### src/source/spatz_pkg.sv
// Shared widths, RVV field encodings and request types for the vector unit.
// Every RTL file imports this package inside its module body.
`default_nettype none

package spatz_pkg;

	//////////////////////////////
	// Widths and limits
	//////////////////////////////

	localparam int unsigned ELEN = 32;
	localparam int unsigned VLEN = 128;
	localparam int unsigned MAXVL = VLEN / ELEN;
	localparam int unsigned NR_VREGS = 32;
	// Element index bits inside one register
	localparam int unsigned VIDX_W = $clog2(MAXVL);
	// Largest legal vsew encoding for this ELEN
	localparam int unsigned ELEN_EW_IDX = $clog2(ELEN / 8);

	typedef logic [ELEN-1:0] elen_t;
	typedef logic [$clog2(MAXVL):0] vlen_t;
	typedef logic [$clog2(NR_VREGS)-1:0] vreg_t;

	//////////////////////////////
	// RVV fields
	//////////////////////////////

	typedef enum logic [2:0] {
		EW_8  = 3'b000,
		EW_16 = 3'b001,
		EW_32 = 3'b010,
		EW_64 = 3'b011
	} vew_e;

	typedef enum logic [2:0] {
		LMUL_1   = 3'b000,
		LMUL_2   = 3'b001,
		LMUL_4   = 3'b010,
		LMUL_8   = 3'b011,
		LMUL_RES = 3'b100,
		LMUL_F8  = 3'b101,
		LMUL_F4  = 3'b110,
		LMUL_F2  = 3'b111
	} vlmul_e;

	typedef struct packed {
		logic   vill;
		logic   vma;
		logic   vta;
		vew_e   vsew;
		vlmul_e vlmul;
	} vtype_t;

	// Value after reset and after an illegal configuration
	localparam vtype_t VTYPE_VILL = '{vill: 1'b1, vma: 1'b0, vta: 1'b0, vsew: EW_8, vlmul: LMUL_1};

	typedef enum logic [3:0] {
		VCFG, VADD, VSUB, VAND, VOR, VXOR, VMV_VX, VREDSUM, VMV_XS, VNONE
	} op_e;

	typedef struct packed {
		logic keep_vl;
	} op_cfg_t;

	// Decoded instruction with its scalar operands
	typedef struct packed {
		logic    valid;
		logic    illegal;
		op_e     op;
		op_cfg_t op_cfg;
		vtype_t  vtype;
		vreg_t   vd;
		vreg_t   vs1;
		vreg_t   vs2;
		elen_t   rs1;
		elen_t   rs2;
		logic    use_scalar;
		logic    vlmax_req;
	} spatz_req_t;

	//////////////////////////////
	// Encodings
	//////////////////////////////

	localparam logic [6:0] OPV = 7'b1010111;

	localparam logic [2:0] OPIVV = 3'b000;
	localparam logic [2:0] OPMVV = 3'b010;
	localparam logic [2:0] OPIVX = 3'b100;
	localparam logic [2:0] OPMVX = 3'b110;
	localparam logic [2:0] OPCFG = 3'b111;

	localparam logic [5:0] F6_VADD     = 6'b000000;
	localparam logic [5:0] F6_VSUB     = 6'b000010;
	localparam logic [5:0] F6_VAND     = 6'b001001;
	localparam logic [5:0] F6_VOR      = 6'b001010;
	localparam logic [5:0] F6_VXOR     = 6'b001011;
	localparam logic [5:0] F6_VMV      = 6'b010111;
	localparam logic [5:0] F6_VREDSUM  = 6'b000000;
	localparam logic [5:0] F6_VWXUNARY = 6'b010000;

endpackage

`default_nettype wire

### src/source/spatz_vcsr.sv
// Vector CSRs vstart, vl and vtype. A configuration write checks the new
// vtype and applies the stripmining rule for vl.
`timescale 1ns/1ps
`default_nettype none

module spatz_vcsr (
	input  logic                  clk_i,
	input  logic                  reset_i,
	input  logic                  cfg_we_i,
	input  spatz_pkg::spatz_req_t req_i,
	output spatz_pkg::vlen_t      vl_o,
	output spatz_pkg::vlen_t      vstart_o,
	output spatz_pkg::vtype_t     vtype_o
);
	import spatz_pkg::*;

	vlen_t      vl_q;
	vtype_t     vtype_q;
	logic [2:0] lmul_bits;
	logic [2:0] sew_bits;
	logic       frac_ok;
	logic       vtype_bad;
	vlen_t      avl_clip;

	assign lmul_bits = req_i.vtype.vlmul;
	assign sew_bits  = req_i.vtype.vsew;

	// Fractional LMUL needs SEW <= ELEN * LMUL
	assign frac_ok = !lmul_bits[2]
		|| ((sew_bits + (3'd4 - {1'b0, lmul_bits[1:0]})) <= ELEN_EW_IDX);

	assign vtype_bad = req_i.vtype.vill || (req_i.vtype.vsew > EW_32)
		|| (req_i.vtype.vlmul == LMUL_RES) || !frac_ok;

	assign avl_clip = (req_i.rs1 > MAXVL) ? vlen_t'(MAXVL) : vlen_t'(req_i.rs1);

	always_ff @(posedge clk_i) begin
		if (reset_i) begin
			vtype_q  <= VTYPE_VILL;
			vl_q     <= '0;
		end else if (cfg_we_i) begin
			if (vtype_bad) begin
				vtype_q <= VTYPE_VILL;
				vl_q    <= '0;
			end else begin
				vtype_q <= req_i.vtype;
				if (req_i.vlmax_req)
					vl_q <= vlen_t'(MAXVL);
				else if (!req_i.op_cfg.keep_vl)
					vl_q <= avl_clip;
			end
		end
	end

	assign vl_o     = vl_q;
	// No resumption, so vstart always reads as zero
	assign vstart_o = '0;
	assign vtype_o  = vtype_q;

endmodule

`default_nettype wire

### config.mk
export PLATFORM = sky130hd
export DESIGN_NAME = spatz_vcsr
export DESIGN_NICKNAME = d
export VERILOG_FILES = /design/src/source/spatz_pkg.sv /design/src/source/spatz_vcsr.sv
export SDC_FILE = /design/constraint.sdc
export NUM_CORES = 1
export LEC_CHECK = 0
export ABC_AREA = 0
export BUFFER_PORTS_ARGS = -buffer_cell sky130_fd_sc_hd__buf_2
export CELL_PAD_IN_SITES_DETAIL_PLACEMENT = 1
export CELL_PAD_IN_SITES_GLOBAL_PLACEMENT = 1
export CORE_MARGIN = 8
export CORE_UTILIZATION = 15
export DETAILED_ROUTE_END_ITERATION = 12
export GPL_TIMING_DRIVEN = 0
export HOLD_SLACK_MARGIN = 0.03
export PLACE_DENSITY = 0.81
export SLEW_MARGIN = 15
export SYNTH_ARGS = -nofsm -noshare
export SYNTH_HDL_FRONTEND = slang
export SYNTH_SLANG_ARGS = --single-unit
export TNS_END_PERCENT = 5
### constraint.sdc
create_clock -name clk_i -period 2.5 [get_ports clk_i]
set_input_delay 0.125 -clock clk_i [delete_from_list [all_inputs] [get_ports clk_i]]
set_output_delay 0.125 -clock clk_i [all_outputs]
set_load 0.02 [all_outputs]
; ---- Word-level counts from Yosys, hierarchy flattened
; Cells that the tools add are included.
[op_classes]
addsub = 2
n_mul = 0
div = 0
magnitude_cmp = 3
n_eq_ne = 2
shift = 0
mux = 5
bitwise = 0
reduce_logical = 7
[op_table]
columns = operator, count
row1 = "32-bit by 3-bit greater-than comparator with 1-bit output, second input constant", 1
row2 = "32-bit by 2-bit <= comparator with 1-bit output, second input constant", 1
row3 = 3-bit two-way mux, 4
row4 = 9-bit two-way mux, 1
row5 = 4-bit by 4-bit adder with 5-bit output, 1
row6 = 1-bit logical OR, 4
row7 = "3-bit by 2-bit subtractor with 4-bit output, first input constant", 1
row8 = "3-bit equality test, second input constant", 1
row9 = "3-bit by 2-bit greater-than comparator with 1-bit output, second input constant", 1
row10 = "3-bit by 2-bit inequality test with 1-bit output, second input constant", 1
row11 = 1-bit zero test, 2
row12 = 2-bit AND reduction, 1
[word_totals]
ff_bits = 12
latch_bits = 0
ram_bits = 0
rom_bits = 0
inputBits = 100
n_memories = 0

; ---- Logic depth before layout (Yosys ltp)
[depth]
ltp_word = 8
ltp_mapped = 8
depth_no_buf = 8

; ---- Worst setup path before layout
; OpenSTA, ideal clock, no wires.
[synth_timing]
path_kind = input-to-reg
from = input req_i[81] (netlist bit)
to = register vtype_q, in the netlist vtype_o[8]
setup_ns = 0.130
arrival_time_ns = 1.859
setup_slack_ns = 0.510
cell_stages = 8
n_path_buf = 0
path_cell_list = inv_1 ha_1 fa_1 a211oi_1 o21ai_0 o21a_1 a21o_1 o21bai_1
[synth_between]
elab_chain_cells = 7
elab_cells_between_ends = 9
[synth_lines]
columns = element, line_no
row1 = "start, declared", spatz_vcsr.sv:10  ; input spatz_pkg::spatz_req_t req_i,
row2 = 3-bit by 2-bit subtractor with 4-bit output, spatz_vcsr.sv:30  ; || ((sew_bits + (3'd4 - {1'b0, lmul_bits[1:0]})) <= ELEN_EW_IDX);
row3 = 4-bit by 4-bit adder with 5-bit output, spatz_vcsr.sv:30
row4 = 32-bit by 2-bit <= comparator with 1-bit output, spatz_vcsr.sv:30
row5 = 1-bit logical OR, spatz_vcsr.sv:30
row6 = 1-bit zero test, spatz_vcsr.sv:33  ; || (req_i.vtype.vlmul == LMUL_RES) || !frac_ok;
row7 = 1-bit logical OR *, spatz_vcsr.sv:33
row8 = 9-bit two-way mux *, spatz_vcsr.sv:42  ; if (vtype_bad) begin
row9 = "end signal, assigned", spatz_vcsr.sv:46  ; vtype_q <= req_i.vtype;
row10 = "end, declared", spatz_vcsr.sv:18  ; vtype_t vtype_q;
; Every way passes the cells marked *; elsewhere a longest branch is shown, timed or not.
; A chain may end at the register's enable or synchronous reset.

; ---- Worst setup path after layout
; Same ends and word-level chain as after synthesis.

==> metrics.cfg <==
[outcome]
status=completed

[detailed_routing]
drcViolationCount=0
antenna_left=0
first_pass_iters=3
viasPerCell=4.27
vias=798
post_drt_wl_per_cell_um=13.3
wirelength_um=2490
drtIter0Drc=12

[sta]
post-route-period-util_pct=81.7
skew_ps=0
fmax_ghz=0.490
hold_viol=0
final_max_slew_viol_count=0
maxSlewHeadroom_pct=64.6
grt_setup_unrepaired=false
setup_tns_ps=0
setup_viol=0
worst_pin_slew_ps=529
finalCriticalPeriod_ps=2040

[synth]
synth_top_family_by_area=simple AND/OR/NAND/NOR gates
synthMuxAreaShare_pct=0
postSynthCellCount=72
synth_area_leader_cell=dfxtp_1
synth-xor-area-share_pct=0
ys_ff_latch=12
synth_compound_area_share_pct=20.2
synth_area_leaders=dfxtp_1, ha_1, a22oi_1, nor4_1, nor2_1
ys_async_sr_fraction_pct=0
synth.top_cell.area_share_pct=36.2
yosysWarnings=0
avgSynthCellArea_um2=9.21
synth_area_um2=663
yosys.area_share.simple_pct=26.8
synth_edf_count=0
synth_ff_type=dfxtp_1
synth_adder_area_share_pct=10.6
synth.distinct_cells=30
seq_area_frac_synth_pct=36.2

[layout]
mostFrequentLayoutCell=buf_2
drive_gt1_share_pct=51.1
fin_area_um2=1080
area_growth_pct=62.3
n_antenna_cell=0
layout_common_cells=buf_2, dfxtp_1, nor2_1
nets=241

[clocking]
cts_tree=yes
cts_buffers=3
cts.clk_slew.worst_paths_ps=60
insertion_delay_ps=240
postCtsResizedCells=0
htree_levels=1
cts_setup_buffers=0
root_buffer=clkbuf_8
cts_sinks=12
clock_path_buffers=2
cts_hold_buf=0

[pwr]
p_leak_uw=0.000539
p_clk_share_pct=42.2
power_switching_uw=128
switching_share_pct=25.0
vdd_drop_max_uv=216
internal_power_uw=383
combPwrFrac_pct=19.5
seqPwrFrac_pct=38.3
power_density_nw_per_um2=474

[global_routing]
grt_start_max_net_pins=10
grt_pass1_wl_um=3780
grtUsageTotal_pct=7.20
antenna_found_initial=0
gr-total-overflow=0
grt_pass1_vias=842

[min_path]
hp-class=input pin to register

[floorplanning]
die_h_um=82.5
rows=24
core_area_um2=4290
die_x_um=82.5
initial_core_util_pct=15.4
io_pins=115
die_area_um2=6800

[place]
placed_area_um2=1020
place.gp.congestion=0.663
port_buffers=57
dp_hpwl_um=2200

[setup_path]
r2r_start=vtype_o[0]
required_ps=2620
start_kind=input pin
startpoint=req_i[81]
crit_fanout=7
worst_ep_arrival_time_ps=2160
r2r_slack_ps=1840
critPathCapture=vtype_o[8]
end_kind=register
r2r.worst_path.cells=2
critPathKind=input pin to register
r2r-end=vtype_o[0]

[job]
maxCapViolCount=0

-- logic make-up after synthesis --
family,after synthesis
adders and majority gates,5
buffers and inverters,7
DFF,12
other,1
and+or+nand+nor,29
AOI/OAI and AO/OA,18
-- synth_stat cells, types with 2 or more instances --
| master | count |
|---|---|
| nor4_1 | 7 |
| dfxtp_1 | 12 |
| buf_4 | 3 |
| nor2_1 | 10 |
| a22o_1 | 2 |
| nand4_1 | 2 |
| a21o_1 | 2 |
| nor3_1 | 2 |
| ha_1 | 4 |
| a22oi_1 | 6 |
| inv_1 | 3 |
-- sequential cells by signal (all words and copies together) (netlist names) --
register	cells
vl_o	3
vtype_o	9
-- per-stage QoR --
step / instances / hold WS [ps] / power, µW / utilization, % / worst slack, ps
floorplan: 74 / 194 / 248 / - / 510
global placement: 183 / 337 / 297 / 23.8 / 225
detailed placement: 183 / 344 / 300 / 23.8 / 191
CTS: 187 / 90.3 / 519 / 25.1 / 449
global route: 187 / 93.6 / 543 / 25.1 / 275
finish: 187 / 95.1 / 510 / 25.1 / 457
-- cell type report --
type / instances / area, µm²
Fill cell: 535 / 3220
Tap cell: 52 / 65.1
Inverter: 4 / 15.0
Multi-Input combinational cell: 55 / 393
Sequential cell: 12 / 240
Clock buffer: 4 / 55.1
Timing Repair Buffer: 57 / 285
Buffer: 3 / 22.5
-- worst min-delay path by stage --
stage,startpoint,to,depth (start not counted)
finish,req_i[35],vl_o[1],2
global route,req_i[35],vl_o[1],2
CTS,req_i[35],vl_o[1],2
detailed placement,req_i[35],vl_o[1],2
global placement,req_i[34],vl_o[0],2
floorplan,reset_i,vtype_o[2],1
-- routing by layer --
layer	up-vias	share of wire (%)	track usage (%)	wire (µm)
met5	-	0	0	0
met4	0	0.68	1.55	17
met3	4	17	4.44	418
met2	42	45	12.0	1110
met1	359	38	7.62	940
li1	393	-	-	-
-- worst max-delay path, cell delays in order --
cell	delay [ps]
buf_2	110
inv_1	40
ha_1	330
fa_1	460
a211oi_1	200
o21ai_0	150
o21a_1	290
a21o_1	280
o21bai_1	180
-- power by group through the flow --
stage               Sequential, µW  Clock, µW  Combinational, µW
floorplan                      203          0               44.9
global placement               200          0               98.0
detailed placement             200          0                101
CTS                            195        222                102
global route                   196        234                114
finish                         195        215               99.8
Note: power is estimated with default switching activity, not from simulation.
