--- src/source/spatz_pkg.sv ---
// Shared widths, RVV field encodings and request types for the vector unit.
// Every RTL file imports this package inside its module body.
`default_nettype none

package spatz_pkg;

	//////////////////////////////
	// Widths and limits
	//////////////////////////////

	localparam int unsigned ELEN = 32;
	localparam int unsigned VLEN = 128;
	localparam int unsigned MAXVL = VLEN / ELEN;
	localparam int unsigned NR_VREGS = 32;
	// Element index bits inside one register
	localparam int unsigned VIDX_W = $clog2(MAXVL);
	// Largest legal vsew encoding for this ELEN
	localparam int unsigned ELEN_EW_IDX = $clog2(ELEN / 8);

	typedef logic [ELEN-1:0] elen_t;
	typedef logic [$clog2(MAXVL):0] vlen_t;
	typedef logic [$clog2(NR_VREGS)-1:0] vreg_t;

	//////////////////////////////
	// RVV fields
	//////////////////////////////

	typedef enum logic [2:0] {
		EW_8  = 3'b000,
		EW_16 = 3'b001,
		EW_32 = 3'b010,
		EW_64 = 3'b011
	} vew_e;

	typedef enum logic [2:0] {
		LMUL_1   = 3'b000,
		LMUL_2   = 3'b001,
		LMUL_4   = 3'b010,
		LMUL_8   = 3'b011,
		LMUL_RES = 3'b100,
		LMUL_F8  = 3'b101,
		LMUL_F4  = 3'b110,
		LMUL_F2  = 3'b111
	} vlmul_e;

	typedef struct packed {
		logic   vill;
		logic   vma;
		logic   vta;
		vew_e   vsew;
		vlmul_e vlmul;
	} vtype_t;

	// Value after reset and after an illegal configuration
	localparam vtype_t VTYPE_VILL = '{vill: 1'b1, vma: 1'b0, vta: 1'b0, vsew: EW_8, vlmul: LMUL_1};

	typedef enum logic [3:0] {
		VCFG, VADD, VSUB, VAND, VOR, VXOR, VMV_VX, VREDSUM, VMV_XS, VNONE
	} op_e;

	typedef struct packed {
		logic keep_vl;
	} op_cfg_t;

	// Decoded instruction with its scalar operands
	typedef struct packed {
		logic    valid;
		logic    illegal;
		op_e     op;
		op_cfg_t op_cfg;
		vtype_t  vtype;
		vreg_t   vd;
		vreg_t   vs1;
		vreg_t   vs2;
		elen_t   rs1;
		elen_t   rs2;
		logic    use_scalar;
		logic    vlmax_req;
	} spatz_req_t;

	//////////////////////////////
	// Encodings
	//////////////////////////////

	localparam logic [6:0] OPV = 7'b1010111;

	localparam logic [2:0] OPIVV = 3'b000;
	localparam logic [2:0] OPMVV = 3'b010;
	localparam logic [2:0] OPIVX = 3'b100;
	localparam logic [2:0] OPMVX = 3'b110;
	localparam logic [2:0] OPCFG = 3'b111;

	localparam logic [5:0] F6_VADD     = 6'b000000;
	localparam logic [5:0] F6_VSUB     = 6'b000010;
	localparam logic [5:0] F6_VAND     = 6'b001001;
	localparam logic [5:0] F6_VOR      = 6'b001010;
	localparam logic [5:0] F6_VXOR     = 6'b001011;
	localparam logic [5:0] F6_VMV      = 6'b010111;
	localparam logic [5:0] F6_VREDSUM  = 6'b000000;
	localparam logic [5:0] F6_VWXUNARY = 6'b010000;

endpackage

`default_nettype wire

--- src/source/spatz_controller.sv ---
// Sequencer for accepted requests. Decides legality, drives the CSR write,
// the element counter, the register file ports and the functional unit.
`timescale 1ns/1ps
`default_nettype none

module spatz_controller (
	input  logic                  clk_i,
	input  logic                  reset_i,
	input  spatz_pkg::spatz_req_t req_i,
	input  spatz_pkg::vlen_t      vl_i,
	input  spatz_pkg::vtype_t     vtype_i,
	input  logic                  last_i,
	input  spatz_pkg::vlen_t      elem_idx_i,
	input  spatz_pkg::elen_t      vs2_data_i,
	input  spatz_pkg::elen_t      acc_i,
	output logic                  cfg_we_o,
	output logic                  cnt_start_o,
	output logic                  cnt_step_o,
	output logic                  vrf_we_o,
	output spatz_pkg::vreg_t      vrf_waddr_o,
	output spatz_pkg::vlen_t      vrf_welem_o,
	output spatz_pkg::vreg_t      vrf_raddr1_o,
	output spatz_pkg::vreg_t      vrf_raddr2_o,
	output spatz_pkg::vlen_t      vrf_relem_o,
	output logic                  acc_init_o,
	output logic                  acc_en_o,
	output spatz_pkg::op_e        op_o,
	output spatz_pkg::elen_t      rs1_o,
	output logic                  use_scalar_o,
	output logic                  busy_o,
	output logic                  instr_illegal_o,
	output spatz_pkg::elen_t      rd_o,
	output logic                  rd_valid_o
);
	import spatz_pkg::*;

	typedef enum logic [1:0] {IDLE, EXEC, REDWB, RESP} state_e;

	state_e     state_q, state_d;
	spatz_req_t req_q;
	elen_t      rd_q;
	logic       busy_q;
	logic       vec_bad;
	logic       accept;
	logic       exec_start;
	logic       in_exec;
	logic       is_red;

	//////////////////////////////
	// Acceptance
	//////////////////////////////

	// Vector ops need a legal vtype with SEW 32 and LMUL 1
	assign vec_bad = (req_i.op != VCFG)
		&& (vtype_i.vill || vtype_i.vsew != EW_32 || vtype_i.vlmul != LMUL_1);

	// busy_q is busy_o seen during the strobe cycle
	assign instr_illegal_o = req_i.valid && (req_i.illegal || busy_q || vec_bad);
	assign accept          = req_i.valid && !instr_illegal_o;
	assign cfg_we_o        = accept && req_i.op == VCFG;
	assign exec_start      = accept && !(req_i.op inside {VCFG, VMV_XS});
	assign cnt_start_o     = exec_start;

	assign in_exec = (state_q == EXEC);
	assign is_red  = (req_q.op == VREDSUM);
	assign busy_o  = exec_start || in_exec || state_q == REDWB;

	always_comb begin
		state_d = state_q;
		unique case (state_q)
			EXEC:  if (last_i) state_d = is_red ? REDWB : IDLE;
			REDWB: state_d = IDLE;
			default: begin
				// RESP takes new work just like IDLE
				state_d = IDLE;
				if (cfg_we_o || (accept && req_i.op == VMV_XS))
					state_d = RESP;
				else if (exec_start && vl_i != '0)
					state_d = EXEC;
			end
		endcase
	end

	always_ff @(posedge clk_i) begin
		if (reset_i) begin
			state_q <= IDLE;
			busy_q  <= 1'b0;
		end else begin
			state_q <= state_d;
			busy_q  <= busy_o;
		end
	end

	always_ff @(posedge clk_i) begin
		if (accept)
			req_q <= req_i;
		// rd also keeps the last reduction sum
		if (accept && req_i.op == VMV_XS)
			rd_q <= vs2_data_i;
		else if (state_q == REDWB)
			rd_q <= acc_i;
	end

	//////////////////////////////
	// Datapath steering
	//////////////////////////////

	assign cnt_step_o   = in_exec;
	assign vrf_we_o     = (in_exec && !is_red) || state_q == REDWB;
	assign vrf_waddr_o  = req_q.vd;
	assign vrf_welem_o  = (state_q == REDWB) ? '0 : elem_idx_i;
	assign vrf_raddr1_o = req_q.vs1;
	// Outside EXEC port 2 serves vmv.x.s from element 0
	assign vrf_raddr2_o = in_exec ? req_q.vs2 : req_i.vs2;
	assign vrf_relem_o  = in_exec ? elem_idx_i : '0;

	assign acc_init_o   = in_exec && is_red && elem_idx_i == '0;
	assign acc_en_o     = in_exec && is_red;
	assign op_o         = req_q.op;
	assign rs1_o        = req_q.rs1;
	assign use_scalar_o = req_q.use_scalar;

	assign rd_valid_o = (state_q == RESP);
	assign rd_o       = (req_q.op == VCFG) ? elen_t'(vl_i) : rd_q;

endmodule

`default_nettype wire

--- config.mk ---
export PLATFORM = sky130hd
export DESIGN_NAME = spatz_controller
export DESIGN_NICKNAME = d
export VERILOG_FILES = /design/src/source/spatz_pkg.sv /design/src/source/spatz_controller.sv
export SDC_FILE = /design/constraint.sdc
export NUM_CORES = 1
export LEC_CHECK = 0
export BUFFER_PORTS_ARGS = -buffer_cell sky130_fd_sc_hd__buf_2
export CORE_MARGIN = 5
export CORE_UTILIZATION = 35
export DETAILED_ROUTE_END_ITERATION = 7
export GPL_TIMING_DRIVEN = 1
export PLACE_DENSITY = 0.72
export SKIP_CTS_REPAIR_TIMING = 1
export SYNTH_ARGS = -nofsm -noshare
export SYNTH_HDL_FRONTEND = slang
export SYNTH_SLANG_ARGS = --single-unit
--- constraint.sdc ---
create_clock -name clk_i -period 3 [get_ports clk_i]
set_input_delay 0.3 -clock clk_i [delete_from_list [all_inputs] [get_ports clk_i]]
set_output_delay 0.3 -clock clk_i [all_outputs]
set_load 0.05 [all_outputs]
* Word-level counts from Yosys, hierarchy flattened
Index checks and enable logic that the tools add are counted.
** Word-level totals
- Bits in registers :: 87
- Output and inout port bits :: 99
- Bits of input ports :: 179
- Logic and storage cells :: 56
** Operators by class
- Mux-type cells :: 11
- Equality and inequality tests :: 7
- Reductions and logical operators :: 29
** Operators by type and width (count)
- two-way mux 32 bit :: 3
- logical AND 1 bit :: 10
- zero test 4 bit :: 2
- logical OR 1 bit :: 8
- two-way mux 2 bit :: 3
- two-way mux 3 bit :: 2
- nonzero test 3 bit :: 2
- two-way mux 5 bit :: 1
- equality test 2 bit, second input constant :: 2
- equality test 4 x 3 -> 1 bit, second input constant :: 1
- equality test 4 bit, second input constant :: 1
- case mux 2 bit (2 select lines) :: 1
- nonzero test 2 bit :: 2
- nonzero test 4 bit :: 1
- zero test 1 bit :: 3
- zero test 3 bit :: 1
- inequality test 3 x 2 -> 1 bit, second input constant :: 1
- equality test 2 x 1 -> 1 bit, second input constant :: 1
- inequality test 2 bit, second input constant :: 1
- two-way mux 1 bit :: 1

* Depth between registers and ports, before layout
- Depth in word-level cells :: 13
- Gate-level depth with buffers :: 6

* Worst setup path before layout
No wires, ideal clock.
- Path type :: register to output
- From :: register state_q[1]
- To :: output acc_init_o
- Data arrival time :: 2702 ps
- Slack :: -2 ps
- Buffers on the path :: 0
- Data required time :: 2700 ps
- Stages on the path, launching flop included :: 6
- Cells stage by stage :: dfxtp_1 > inv_1 > ha_1 > inv_1 > or2_2 > nor4_1
** On the way
- Word-level cells in the longest chain between the ends :: 3
** Ends and longest elaborated chain
- from (decl) :: RTL line spatz_controller.sv:39 : state_e state_q, state_d;
- from (signal assigned) :: RTL line spatz_controller.sv:89 : state_q <= state_d;
- equality test 2 x 1 -> 1 bit :: RTL line spatz_controller.sv:64 : assign in_exec = (state_q == EXEC);
- via cnt_step_o :: RTL line spatz_controller.sv:18 : output logic cnt_step_o,
- logical AND 1 bit (2 in series) :: RTL line spatz_controller.sv:117 : assign acc_init_o = in_exec && is_red && elem_idx_i == '0;
- to (decl) :: RTL line spatz_controller.sv:25 : output logic acc_init_o,
The timed path passes the listed nets, and every way through them passes these cells.

* Final worst setup path
- From :: register state_q[1]
- To :: output acc_init_o
** On the way
- Word-level cells in the longest chain between the ends :: 3
** Ends and longest elaborated chain (RTL line)
- equality test 2 x 1 -> 1 bit :: spatz_controller.sv:64
- logical AND 1 bit (2 in series) :: spatz_controller.sv:117
Every way passes these cells.

==> impl_results.md <==
* Clk Latency, worst-skew pair at around 0.33 ns
* Min-delay src: req_i[75]
* Area delta synth->final at 30.96%
* WP data arrival at 2.04 ns
* DR WL/cell at 16.33 microns
* Main synth FF type: edfxtp_1
* # fillers at 1013
* Clock sinks at 87
* Hold Path End: vrf_raddr1_o[4]
* Routability cong. at 0.7630
* # IOs at 278
* TNS Setup at 0 ns
* Post-Route WL at 9784 microns
* Post-Syn Area at 4065 sq um
* CTS tree: yes
* Hold WC Path Type: primary input to flip-flop
* DP HPWL at 7723 microns
* Root Buffer: clkbuf_16
* CP max stage cell: ha_1
* # nets final at about 630
* GRT Total Usage at 0.1372
* Initial core utilization at 0.3560
* Critical path startpoint category: flip-flop
* Clk_skew at 0.005014 ns
* WS Path Type: flip-flop to primary output
* Post-route DRC at 0
* Unrepaired setup endpoints after global routing: false
* Leakage at around 2.3 nW
* CTS H-tree depth at 3
* Top-count cell post-synth: edfxtp_1
* Final setup vio count at 0
* Placement Rows at 39
* Die W at 117.8 microns
* Max Root-Sink Buffers at 2
* Pre-Repair DR Iteration Count at 4
* Initial DRC Count at 167
* Clock transition at path regs at around 0.070 ns
* Synthesized flop and latch total at a little under 90
* Max VDD drop at 0.3151 mV
* Drt via density at 4.494
* Vias in the first global route at 2794
* Antenna Nets Post-Route at 0
* Core Area at 11420 sq um
* Via count at 2692
* Crit end category: primary output
* Post-synth EDFFs at 84
* Async set or reset register ratio after synthesis at 0
* PwrDens at 486.5 nW/um^2
* Fmax at between 400 and 500 MHz
* Number of distinct library cells after synthesis at 36
* Slew Viols, Final at 0
* Total gr overflow at 0
* Worst EP required at about 2.7 ns
* Top post-synthesis cells by count: edfxtp_1 (84), buf_4 (46), nor2b_1 (32), mux2_4 (29), mux2_2 (11)
* Chip height at roughly 120 microns
* DP Area at around 5000 sq um
* Syn Inst Count at 258
* Least-Margin Pin Slew at approximately 0.63 ns
* Area leader, netlist: edfxtp_1
* Synth Area per Inst at 15.76 sq um
* Maximum Capacitance Violations at 0
* Global-route wire length before repair at 14910 microns
* Critical path cell sequence: inv_1 > ha_1 > inv_1 > or2_2 > nor4_2 > buf_2
* Die ar. at 13870 sq um
* Worst hold path cell count at 1
* Reg-to-reg startpoint: busy_q
* Final Cycle Share at 0.7800
* Min cycle time layout at roughly 2.3 ns
* Warnings from Yosys at 0
* R2R Setup Slk at 1.02 ns
* Crit-path max cell delay at 0.45 ns
* Register area share after synthesis at 0.6353
* Run status: finished, final reports clean
* R2R depth at 5
* Post-route cell area at ~5300 sq um
* Largest net degree at the start of global routing at 53
* Initial antenna violation count at 1
* IO Port Bufs at 232
* RR Endpoint: rd_q[23]
* Top-area cell type share of the netlist area at 0.6205
* CP max FO at 13
* Synth top area cells: edfxtp_1 (62%), mux2_4 (11%), buf_4 (8.5%)
* Max-slew headroom at 0.5778
* CTS Buf Count at 9
* Cell mode on critical path: inv_1
* Endpoints failing hold at 0
* Layout cell share with drive strength beyond 1 at 0.6557
* Ant diodes at 0
* Post-Syn Nets at 440
==> routing by layer <==
layer	global-route usage	wire [microns]
met5	0	7
met4	0.03728	89
met3	0.07112	1066
met2	0.2274	4728
met1	0.1554	3892
==> report_power, final <==
group / internal, mW / switching (mW)
registers: 1.34 / 0.00179
clock network: 0.569 / 0.473
logic: 0.106 / 0.101
total: 2.01 / 0.576
==> registers in the layout, summed over array words and instances (netlist names) <==
signal and flops:
vrf_waddr_o 5, vrf_raddr1_o 5, req_q 5, state_q 2, op_o 4, rd_q 32, use_scalar_o 1, busy_q 1
rs1_o 32
==> cells in the final DEF, fill, tap and decap left out, drive strengths merged, types with 3 or more instances in the layout <==
| cell | instances |
|---|---|
| buf | 236 |
| nor2 | 6 |
| clkinv | 3 |
| nor3 | 3 |
| inv | 7 |
| dfxtp | 3 |
| and2 | 3 |
| clkbuf | 9 |
| ha | 3 |
| edfxtp | 84 |
| mux2 | 40 |
| nor2b | 32 |
==> logic make-up (layout without fill, tap and decap cells) <==
group | Yosys count | in the layout | share of synthesized area
AO/OA/AOI/OAI | 7 | 7 | 0.01262
adder cells (fa/ha/maj) | 3 | 3 | 0.009235
buffers and inverters | 59 | 257 | 0.1108
flip-flops | 87 | 87 | 0.6353
multiplexers | 40 | 40 | 0.1376
AND/OR/NAND/NOR | 62 | 62 | 0.09450
==> metrics by stage <==
step                hold slack (ns)  worst slack, ns  total power, mW  std cells    util
finish                       0.1368           0.6599            2.590        599  0.4663
CTS                          0.1165           0.5976            2.633        599  0.4663
detailed placement           0.4788           0.6856            1.576        583  0.4416
global placement             0.4779           0.7189            1.569        583  0.4416
global route                 0.1134           0.5019            2.692        599  0.4663
floorplan                    0.3691           0.4050            1.470        258       -
==> area by class of cell <==
type                       count  area (sq um)  share of cell area
inverter                       5         18.77            0.003525
clock buffer                   9         225.2             0.04230
clock inverter                 7         56.30             0.01058
multi-input combinational    112          1046              0.1965
sequential                    87          2582              0.4851
timing repair buffer         236          1216              0.2284
tap                          143         178.9             0.03361
==> critical path: cells and delay by family, from the launching register on <==
kind	cells	cell delay, ns
flops	1	0.34
buf+inv	3	0.44
simple gates	2	0.49
fa+ha+maj	1	0.45
==> worst max path at each step <==
stage	start	cells after the start	to
finish	state_q[1]	6	acc_init_o
global route	op_o[1]	4	rd_o[2]
CTS	op_o[1]	4	rd_o[1]
detailed placement	vtype_i[8]	6	vrf_raddr1_o[4]
global placement	vtype_i[8]	6	vrf_raddr1_o[4]
floorplan	vtype_i[8]	4	op_o[0]
Note: power is estimated with default switching activity, not from simulation.
