[src/source/spatz_pkg.sv]
// Shared widths, RVV field encodings and request types for the vector unit.
// Every RTL file imports this package inside its module body.
`default_nettype none

package spatz_pkg;

	//////////////////////////////
	// Widths and limits
	//////////////////////////////

	localparam int unsigned ELEN = 32;
	localparam int unsigned VLEN = 128;
	localparam int unsigned MAXVL = VLEN / ELEN;
	localparam int unsigned NR_VREGS = 32;
	// Element index bits inside one register
	localparam int unsigned VIDX_W = $clog2(MAXVL);
	// Largest legal vsew encoding for this ELEN
	localparam int unsigned ELEN_EW_IDX = $clog2(ELEN / 8);

	typedef logic [ELEN-1:0] elen_t;
	typedef logic [$clog2(MAXVL):0] vlen_t;
	typedef logic [$clog2(NR_VREGS)-1:0] vreg_t;

	//////////////////////////////
	// RVV fields
	//////////////////////////////

	typedef enum logic [2:0] {
		EW_8  = 3'b000,
		EW_16 = 3'b001,
		EW_32 = 3'b010,
		EW_64 = 3'b011
	} vew_e;

	typedef enum logic [2:0] {
		LMUL_1   = 3'b000,
		LMUL_2   = 3'b001,
		LMUL_4   = 3'b010,
		LMUL_8   = 3'b011,
		LMUL_RES = 3'b100,
		LMUL_F8  = 3'b101,
		LMUL_F4  = 3'b110,
		LMUL_F2  = 3'b111
	} vlmul_e;

	typedef struct packed {
		logic   vill;
		logic   vma;
		logic   vta;
		vew_e   vsew;
		vlmul_e vlmul;
	} vtype_t;

	// Value after reset and after an illegal configuration
	localparam vtype_t VTYPE_VILL = '{vill: 1'b1, vma: 1'b0, vta: 1'b0, vsew: EW_8, vlmul: LMUL_1};

	typedef enum logic [3:0] {
		VCFG, VADD, VSUB, VAND, VOR, VXOR, VMV_VX, VREDSUM, VMV_XS, VNONE
	} op_e;

	typedef struct packed {
		logic keep_vl;
	} op_cfg_t;

	// Decoded instruction with its scalar operands
	typedef struct packed {
		logic    valid;
		logic    illegal;
		op_e     op;
		op_cfg_t op_cfg;
		vtype_t  vtype;
		vreg_t   vd;
		vreg_t   vs1;
		vreg_t   vs2;
		elen_t   rs1;
		elen_t   rs2;
		logic    use_scalar;
		logic    vlmax_req;
	} spatz_req_t;

	//////////////////////////////
	// Encodings
	//////////////////////////////

	localparam logic [6:0] OPV = 7'b1010111;

	localparam logic [2:0] OPIVV = 3'b000;
	localparam logic [2:0] OPMVV = 3'b010;
	localparam logic [2:0] OPIVX = 3'b100;
	localparam logic [2:0] OPMVX = 3'b110;
	localparam logic [2:0] OPCFG = 3'b111;

	localparam logic [5:0] F6_VADD     = 6'b000000;
	localparam logic [5:0] F6_VSUB     = 6'b000010;
	localparam logic [5:0] F6_VAND     = 6'b001001;
	localparam logic [5:0] F6_VOR      = 6'b001010;
	localparam logic [5:0] F6_VXOR     = 6'b001011;
	localparam logic [5:0] F6_VMV      = 6'b010111;
	localparam logic [5:0] F6_VREDSUM  = 6'b000000;
	localparam logic [5:0] F6_VWXUNARY = 6'b010000;

endpackage

`default_nettype wire

[src/source/spatz_vfu.sv]
// Integer functional unit. Element-wise ALU plus the reduction accumulator,
// whose value is the result while a vredsum writes back.
`timescale 1ns/1ps
`default_nettype none

module spatz_vfu (
	input  logic             clk_i,
	input  logic             reset_i,
	input  spatz_pkg::op_e   op_i,
	input  spatz_pkg::elen_t a_i,
	input  spatz_pkg::elen_t b_i,
	input  spatz_pkg::elen_t scalar_i,
	input  logic             use_scalar_i,
	input  logic             acc_init_i,
	input  logic             acc_en_i,
	output spatz_pkg::elen_t result_o,
	output spatz_pkg::elen_t acc_o
);
	import spatz_pkg::*;

	elen_t op_a;
	elen_t acc_q;

	// a is vs1 or the scalar, b is vs2
	assign op_a = use_scalar_i ? scalar_i : a_i;

	always_comb begin
		unique case (op_i)
			VADD:    result_o = b_i + op_a;
			VSUB:    result_o = b_i - op_a;
			VAND:    result_o = b_i & op_a;
			VOR:     result_o = b_i | op_a;
			VXOR:    result_o = b_i ^ op_a;
			VMV_VX:  result_o = op_a;
			VREDSUM: result_o = acc_q;
			default: result_o = '0;
		endcase
	end

	always_ff @(posedge clk_i) begin
		if (reset_i) begin
			acc_q <= '0;
		end else if (acc_init_i || acc_en_i) begin
			acc_q <= (acc_init_i ? op_a : acc_q) + (acc_en_i ? b_i : '0);
		end
	end

	assign acc_o = acc_q;

endmodule

`default_nettype wire

[config.mk]
export PLATFORM = sky130hd
export DESIGN_NAME = spatz_vfu
export DESIGN_NICKNAME = d
export VERILOG_FILES = /design/src/source/spatz_pkg.sv /design/src/source/spatz_vfu.sv
export SDC_FILE = /design/constraint.sdc
export NUM_CORES = 1
export LEC_CHECK = 0
export ABC_AREA = 0
export CORE_MARGIN = 2
export CORE_UTILIZATION = 60
export CTS_CLUSTER_SIZE = 40
export DETAILED_ROUTE_END_ITERATION = 6
export DONT_BUFFER_PORTS = 1
export PLACE_DENSITY = 0.81
export SLEW_MARGIN = 20
export SYNTH_ARGS = -nofsm -noshare
export SYNTH_HDL_FRONTEND = slang
export SYNTH_SLANG_ARGS = --single-unit
export TNS_END_PERCENT = 10
[constraint.sdc]
create_clock -name clk_i -period 5.75 [get_ports clk_i]
set_input_delay 0.2875 -clock clk_i [delete_from_list [all_inputs] [get_ports clk_i]]
set_output_delay 0.2875 -clock clk_i [all_outputs]
set_load 0.02 [all_outputs]
-- Word level (Yosys, flattened, before mapping)
Cells that the tools add are included.
- register bits: 32
- input bits: 105
- add/sub/neg operators: 3
- equality and inequality tests: 7
- muxes and demuxes: 4
- bitwise gates (word level): 3
- reductions and logical operators: 1
- operators by type and width (cell ; count):
    $pmux W32 S7 ; 1
    $mux W32 ; 3
    $add A32 B32 Y32 ; 2
    $and A32 B32 Y32 ; 1
    $or A32 B32 Y32 ; 1
    $sub A32 B32 Y32 ; 1
    $xor A32 B32 Y32 ; 1
    $eq A4 B3 Y1 const B ; 4
    $eq A4 B2 Y1 const B ; 2
    $eq A4 B1 Y1 const B ; 1
    $logic_or A1 B1 Y1 ; 1

-- Depth between registers and ports, before layout
Gate-level depths: netlist of the first run.
- word-level depth: 3
- mapped depth: 24
- depth with buffers taken out: 19

-- Worst setup path after synthesis of the first run
OpenSTA, ideal clock, no wires.
- path kind: input to output
- start point: input use_scalar_i
- end point: output result_o[26]
- arrival: 5.483 ns
- required time: 5.463 ns
- path slack: -0.021 ns
- cell stages on the path: 24
- path buffers: 7
- cells stage by stage: buf_4 buf_6 buf_6 buf_2 buf_2 buf_1 mux2i_1 ha_1 o211ai_1 nor4_1 a31oi_1 xnor2_1 ha_1 clkbuf_1 and3_1 a221oi_1 nand2_1 a31oi_1 o211ai_1 a41oi_1 nor2_1 nor2_1 xor2_1 o21ai_0
- cells in the longest elaborated chain, start to end: 3
- elaborated cells on any way between the ends: 7
- ends and longest elaborated chain (item ; line ; text):
    start: declaration ; spatz_vfu.sv:13 ; input logic use_scalar_i,
    $mux W32 * ; spatz_vfu.sv:25 ; assign op_a = use_scalar_i ? scalar_i : a_i;
    $sub A32 B32 Y32, or another cell as far along ; spatz_vfu.sv:30 ; VSUB: result_o = b_i - op_a;
    $pmux W32 S7 * ; spatz_vfu.sv:28 ; unique case (op_i)
    end: declaration ; spatz_vfu.sv:16 ; output spatz_pkg::elen_t result_o,
Mark *: on every way between the ends. The rest lies on a longest branch, timed or not.

-- Final worst setup path of the first run
- start point: input use_scalar_i
- end point: output result_o[30]
The elaborated chain is that of the path after synthesis.

==> run summary, run 1 <==
Max IR drop VDD = 0.000291 V
Root buf cell = clkbuf_16
EDFF count, synth = 0
Total track usage = 33.9%
FF-to-FF setup slack = 2.16 ns
Failing checks = DRC
Fin Clk Skew = 0.00628 ns
RSZ-0062 raised after global routing = false
Setup crit end kind = output pin
Cell family with most CP delay = compound AO/OA/AOI/OAI gates
Share of synthesized registers carrying an async set or reset = 0%
Drt drc = 1
Core Rows = 42
DR vias = 8276
Hold_ws = 0.0741 ns
Initial core utilization = 60.8%
Setup TNS = 0 ns
CTS buffer count = 5
Skew-Pair Late Insertion Delay = 0.29 ns
CP Launch Type = primary input
Max Cap Viol = 0
CP max FO = 54
Levels on crit path = 16
Pin count of the biggest net entering global routing = 68
# Post-CTS Setup Buffers = 0
Die Area = 0.0143 sq mm
Via/cell ratio = 6.70
Netlist cell types = 73
Reg power frac = 23.8%
Register-to-Register Path Depth = 15
Most common cell in the netlist = ha_1
Die width = 119 um
YS warnings = 0
Dpl hpwl = 20100 um
Final wirelength = 25000 um
Syn Area/Cell = 7.30 sq um
Pins Over Slew Limit = 0
TritonRoute pass-1 iters = 7
Lkg Pwr = 3.78 nW
Top Ports = 169
Fillers = 1211
Worst hold path depth = 1
Synth Register Bits = 32
Synth area leader = ha_1
Reg2reg start = acc_o[0]$_SDFFE_PP0P_
Req. time, crit path = 5.46 ns
PortBufs = 0
Final Hold Fails = 0
Crit path time final = 5.01 ns
Outcome = finished, violations left
Area Overhead vs Synth = 3.13%
# clock sinks = 32
Finish-stage setup viols = 0
Actual slew at the worst max-slew pin = 0.914 ns
Clk slew on worst S/H paths = 0.06 ns
Dominant synthesized flop cell = dfxtp_1
Area taken by flip-flops and latches = 641 sq um
Min-delay src = reset_i
Synth area leaders = ha_1 (20%), dfxtp_1 (8.0%), a21oi_1 (7.3%)
Maximum clock rate = 200 MHz
Internal = 0.806 mW
Register area share after synthesis = 8.02%
Htree depth = 2
Fin nets = 1293
Gp weighted congestion = 1.03
Crit Path Class = in2out
CP max stage delay = 0.50 ns
Top cell type's share of synthesized area = 20.0%
Ant diodes = 0
CTS max path bufs = 2
Critical path buffers and inverters = 0
Slew headroom = 38.4%
Core Area = 0.0131 sq mm
Die H = 119 um
Syn nets = 1330
Max reg flops = 32
Post-Syn Area = 0.00799 sq mm
Vias in the first global route = 7168
Comb power frac = 58.2%
CTS tree = built
PwrDens = 187 mW/mm^2
Sw frac = 47.6%
Overall Power = 1.54 mW
Synth cell count leaders = ha_1 (128), a21oi_1 (116), nor2_1 (95), inv_1 (84), nand2_1 (73)
Worst hold path class = in2reg
CP arrival = 4.72 ns
WL/cell = 20.3 um
Iter 0 DRT Violations = 971
Final Core Density = 62.7%
Hold-fix buffers, CTS = 0
Initial antenna violation count = 0
CP cell instances = mux2i_1 > ha_1 > o211ai_1 > nor4_1 > a31oi_1 > xnor2_1 > ha_1 > and3_1 > a221oi_1 > nand2_1 > a31oi_1 > o211ai_1 > a41oi_1 > o31ai_1 > mux2i_1 > o221ai_1
Final period util = 87.0%
Gates resized, CTS repair = 0
R2R Path End = acc_o[28]$_SDFFE_PP0P_
Multi-input gate area = 0.00684 sq mm
Grt total ovfl = 0
Antenna Violating Nets Remaining = 0
Crit-path slowest cell = nor4_1
Hold Path Sink = acc_o[22]$_SDFFE_PP0P_
First-pass GRT wire length = 39000 um
Clock Power Share = 18.0%
Psw = 0.731 mW
Layout cells sized above 1 = 6.04%
Post-Syn Instances = 1095
## worst reg2reg max path: cells and delay by family (launching register included)
kind,cells,cell delay (ns)
buffers and inverters,1,0.09
adder cells (fa/ha/maj),2,0.47
XOR/XNOR,1,0.09
flip-flops,1,0.42
AO/OA/AOI/OAI,7,1.84
AND/OR/NAND/NOR,4,0.55
## power by group through the flow
stage | clock network (mW) | logic (mW) | registers [mW]
global route | 0.288 | 0.990 | 0.369
finish | 0.277 | 0.895 | 0.366
CTS | 0.280 | 0.878 | 0.363
detailed placement | 0 | 0.871 | 0.368
global placement | 0 | 0.862 | 0.367
floorplan | 0 | 0.743 | 0.336
## cell usage in the layout, fill, tap and decap left out, types with 5 or more instances in the layout
cell	n
a211oi_1	13
a21o_1	32
a21oi_1	116
a222oi_1	27
a22o_1	9
a31oi_1	11
and2_1	36
buf_4	9
clkbuf_16	5
dfxtp_1	32
ha_1	128
inv_1	84
mux2i_1	35
nand2_1	73
nand2b_1	13
nand3_1	13
nand4_1	8
nor2_1	92
nor2b_1	16
nor3_1	21
o211ai_1	7
o21a_1	10
o21ai_0	62
o21bai_1	8
o221a_2	21
o221ai_1	6
o22ai_1	7
o31ai_1	5
or2_2	6
xnor2_1	61
xor2_1	22
## layer usage
metal / routed length, um / part of all wire, % / global-route usage, % / up-vias
met5: 0 / 0 / 0 / -
met4: 537 / 2.1 / 7.57 / 0
met3: 3030 / 12 / 5.75 / 48
met2: 10200 / 41 / 49.0 / 465
met1: 11300 / 45 / 51.8 / 3827
li1: - / - / - / 3936
## through the flow
| stage | cells | worst slack [ns] | area [sq um] |
|---|---|---|---|
| finish | 1235 | 0.745 | 8240 |
| global placement | 1227 | 0.893 | 8080 |
| floorplan | 1095 | 0.0293 | 7990 |
| detailed placement | 1227 | 0.825 | 8080 |
| global route | 1235 | 0.347 | 8240 |
| CTS | 1235 | 0.785 | 8230 |
## area by class of cell
type	instances	area share, %
clock buffers	6	1.69
flip-flops and latches	32	7.77
well taps	176	2.67
clock inverters	2	0.182
repair buffers	9	0.820
inverters	84	3.83
multi-input cells	926	83.0
## worst max path at each step
stage | startpoint | to
2_1_floorplan | use_scalar_i | result_o[21]
3_3_place_gp | use_scalar_i | result_o[30]
3_5_place_dp | use_scalar_i | result_o[30]
4_1_cts | use_scalar_i | result_o[30]
5_1_grt | use_scalar_i | result_o[30]
6_report | use_scalar_i | result_o[30]
## kinds of logic after synthesis
group / after synthesis / share of synthesized area, %
XOR/XNOR: 83 / 9.10
adder cells (fa/ha/maj): 130 / 20.5
flip-flops: 32 / 8.02
AO/OA/AOI/OAI: 373 / 32.7
multiplexers: 35 / 4.38
buffers and inverters: 137 / 6.70
AND/OR/NAND/NOR: 305 / 18.5
(Power assumes the default switching activity.)
==> run 2: changes to the inputs <==
--- a/config.mk
+++ b/config.mk
@@ -11,7 +11,8 @@
 export CTS_CLUSTER_SIZE = 40
 export DETAILED_ROUTE_END_ITERATION = 6
 export DONT_BUFFER_PORTS = 1
-export PLACE_DENSITY = 0.81
+export PLACE_DENSITY_LB_ADDON = 0.15
+export SETUP_SLACK_MARGIN = 0.2
 export SLEW_MARGIN = 20
 export SYNTH_ARGS = -nofsm -noshare
 export SYNTH_HDL_FRONTEND = slang
==> run 2 against run 1 <==
Compared with the run above:
- the flow now finishes without violations
- worst hold slack lost 0.00053 ns
- sequential cell count is the same
- global-route usage grew 2.1 points
- critical path depth grew 1
- wire length grew 3.9%
- die area is the same
- final cell count is essentially flat
- critical path type unchanged
- highest routed layer unchanged
==> run summary, run 2 (same netlist as run 1, synthesis figures left out) <==
Top Ports = 169 (unchanged)
Final Hold Fails = 0 (unchanged)
CP cell instances = nor4b_1 > o22ai_1 > or2_1 > nor3_2 > nand3_1 > o21ai_0 > xnor2_1 > ha_1 > or2_2 > a21oi_1 > a21oi_1 > a311o_1 > o211ai_1 > nand2_1 > a21oi_1 > xnor2_1 > o21ai_0
Req. time, crit path = 5.46 ns (about the same)
Drt drc = 0 (-1)
Setup crit end kind = output pin
Max reg flops = 32 (unchanged)
Die width = 119 um (unchanged)
CTS max path bufs = 2 (unchanged)
Final wirelength = 26000 um (+3.9%)
Via/cell ratio = 6.61 (-1.4%)
Fillers = 1269 (+4.8%)
Iter 0 DRT Violations = 1086 (+12%)
Register-to-Register Path Depth = 13 (-2)
PwrDens = 187 mW/mm^2 (about the same)
CTS tree = built
Core Rows = 42 (unchanged)
Final period util = 86.6% (-0.46 points)
Maximum clock rate = 201 MHz (+0.53%)
CP max stage delay = 0.52 ns (+0.02 ns)
Most frequent cells in the layout = ha_1 (128), a21oi_1 (116), nor2_1 (92)
Finish-stage setup viols = 0 (unchanged)
TritonRoute pass-1 iters = 7 (unchanged)
Actual slew at the worst max-slew pin = 0.863 ns (-0.0510 ns)
Max Cap Viol = 0 (unchanged)
Outcome = completed
Root buf cell = clkbuf_16
Top cell by count, worst path = a21oi_1
Skew-Pair Late Insertion Delay = 0.28 ns (about the same)
# clock sinks = 32 (unchanged)
Crit path time final = 4.98 ns (-0.0263 ns)
Area Overhead vs Synth = 3.04% (about the same)
Worst hold path depth = 1 (unchanged)
Max IR drop VDD = 0.000211 V (-28%)
Layout cells sized above 1 = 5.94% (-0.10 points)
Initial antenna violation count = 0 (unchanged)
CP arrival = 4.69 ns (-0.03 ns)
Die Area = 0.0143 sq mm (unchanged)
Setup TNS = 0 ns (unchanged)
Vias in the first global route = 7410 (+3.4%)
RSZ-0062 raised after global routing = false
Die H = 119 um (unchanged)
Dpl hpwl = 20800 um (+3.8%)
CTS buffer count = 5 (unchanged)
Initial core utilization = 60.8% (unchanged)
Most common cell after layout, fill and taps aside = ha_1
Pin count of the biggest net entering global routing = 68 (unchanged)
Hold-fix buffers, CTS = 0 (unchanged)
CP max FO = 5 (-91%)
Antenna Violating Nets Remaining = 0 (unchanged)
Worst hold path class = in2reg
Clk slew on worst S/H paths = 0.05 ns (about the same)
CP Launch Type = primary input
Gp weighted congestion = 1.00 (-2.6%)
# Post-CTS Setup Buffers = 0 (unchanged)
Ant diodes = 0 (unchanged)
Core Area = 0.0131 sq mm (unchanged)
Fin nets = 1294 (+0.077%)
Hold_ws = 0.0736 ns (-0.000527 ns)
Crit Path Class = in2out
DR vias = 8170 (-1.3%)
Slew headroom = 40.8% (+2.4 points)
WL/cell = 21.0 um (+3.8%)
Fin Clk Skew = 0.00661 ns (+0.000325 ns)
Crit-path slowest cell = o21ai_0
First-pass GRT wire length = 40900 um (+5.0%)
Gates resized, CTS repair = 0 (unchanged)
Total track usage = 35.9% (+2.1 points)
Lkg Pwr = 3.78 nW (+0.13%)
Pins Over Slew Limit = 0 (unchanged)
Grt total ovfl = 0 (unchanged)
Htree depth = 2 (unchanged)
PortBufs = 0 (unchanged)
-- run 2: cell count changes in the layout (fill, tap and decap cells not counted), sizes merged --
cell,previous run,this run
clkbuf,6,8
buf,9,10
clkinvlp,2,0
-- run 2: cell type report --
| class | count | area, sq um | share of cell area (%) |
|---|---|---|---|
| clock buffer | 8 | 146 | 1.78 |
| tap | 176 | 220 | 2.67 |
| sequential | 32 | 641 | 7.78 |
| inverter | 84 | 315 | 3.83 |
| multi-input combinational | 926 | 6840 | 83.0 |
| timing repair buffer | 10 | 75.1 | 0.912 |
-- run 2: worst max-delay path, delay by kind of cell --
family	cells	cell delay, ns
simple gates	6	1.69
compound gates	8	2.15
xor+xnor	2	0.19
fa+ha+maj	1	0.37
-- run 2: power breakdown --
group / internal [mW] / total [mW] / leakage [nW] / switching (mW)
logic: 0.377 / 0.904 / 3.45 / 0.528
clock network: 0.172 / 0.268 / 0.0712 / 0.0955
registers: 0.258 / 0.366 / 0.266 / 0.108
-- run 2: path summary, 6_finish.rpt --
kind                            end  slack [ns]             startpoint
max reg2reg  acc_o[31]$_SDFFE_PP0P_        2.15  acc_o[5]$_SDFFE_PP0P_
min          acc_o[21]$_SDFFE_PP0P_        0.07                reset_i
min reg2reg   acc_o[3]$_SDFFE_PP0P_        0.59  acc_o[3]$_SDFFE_PP0P_
max                    result_o[29]        0.77            scalar_i[4]
-- run 2: through the flow --
step	total power, mW	instances	util, %	setup slack (ns)	instance area, sq um
2_1_floorplan	1.08	1095	-	0.0771	7990
3_3_place_gp	1.24	1228	61.6	0.865	8090
3_5_place_dp	1.25	1228	61.6	0.820	8090
4_1_cts	1.52	1236	62.7	0.816	8230
5_1_grt	1.65	1236	62.7	0.211	8230
6_report	1.54	1236	62.7	0.771	8230
-- run 2: metal layers --
metal / track usage (%) / up-vias / wire length [um]
met5: 0 / - / 0
met4: 6.91 / 0 / 347
met3: 5.89 / 32 / 2830
met2: 50.1 / 433 / 10200
met1: 57.1 / 3780 / 12600
li1: - / 3925 / -
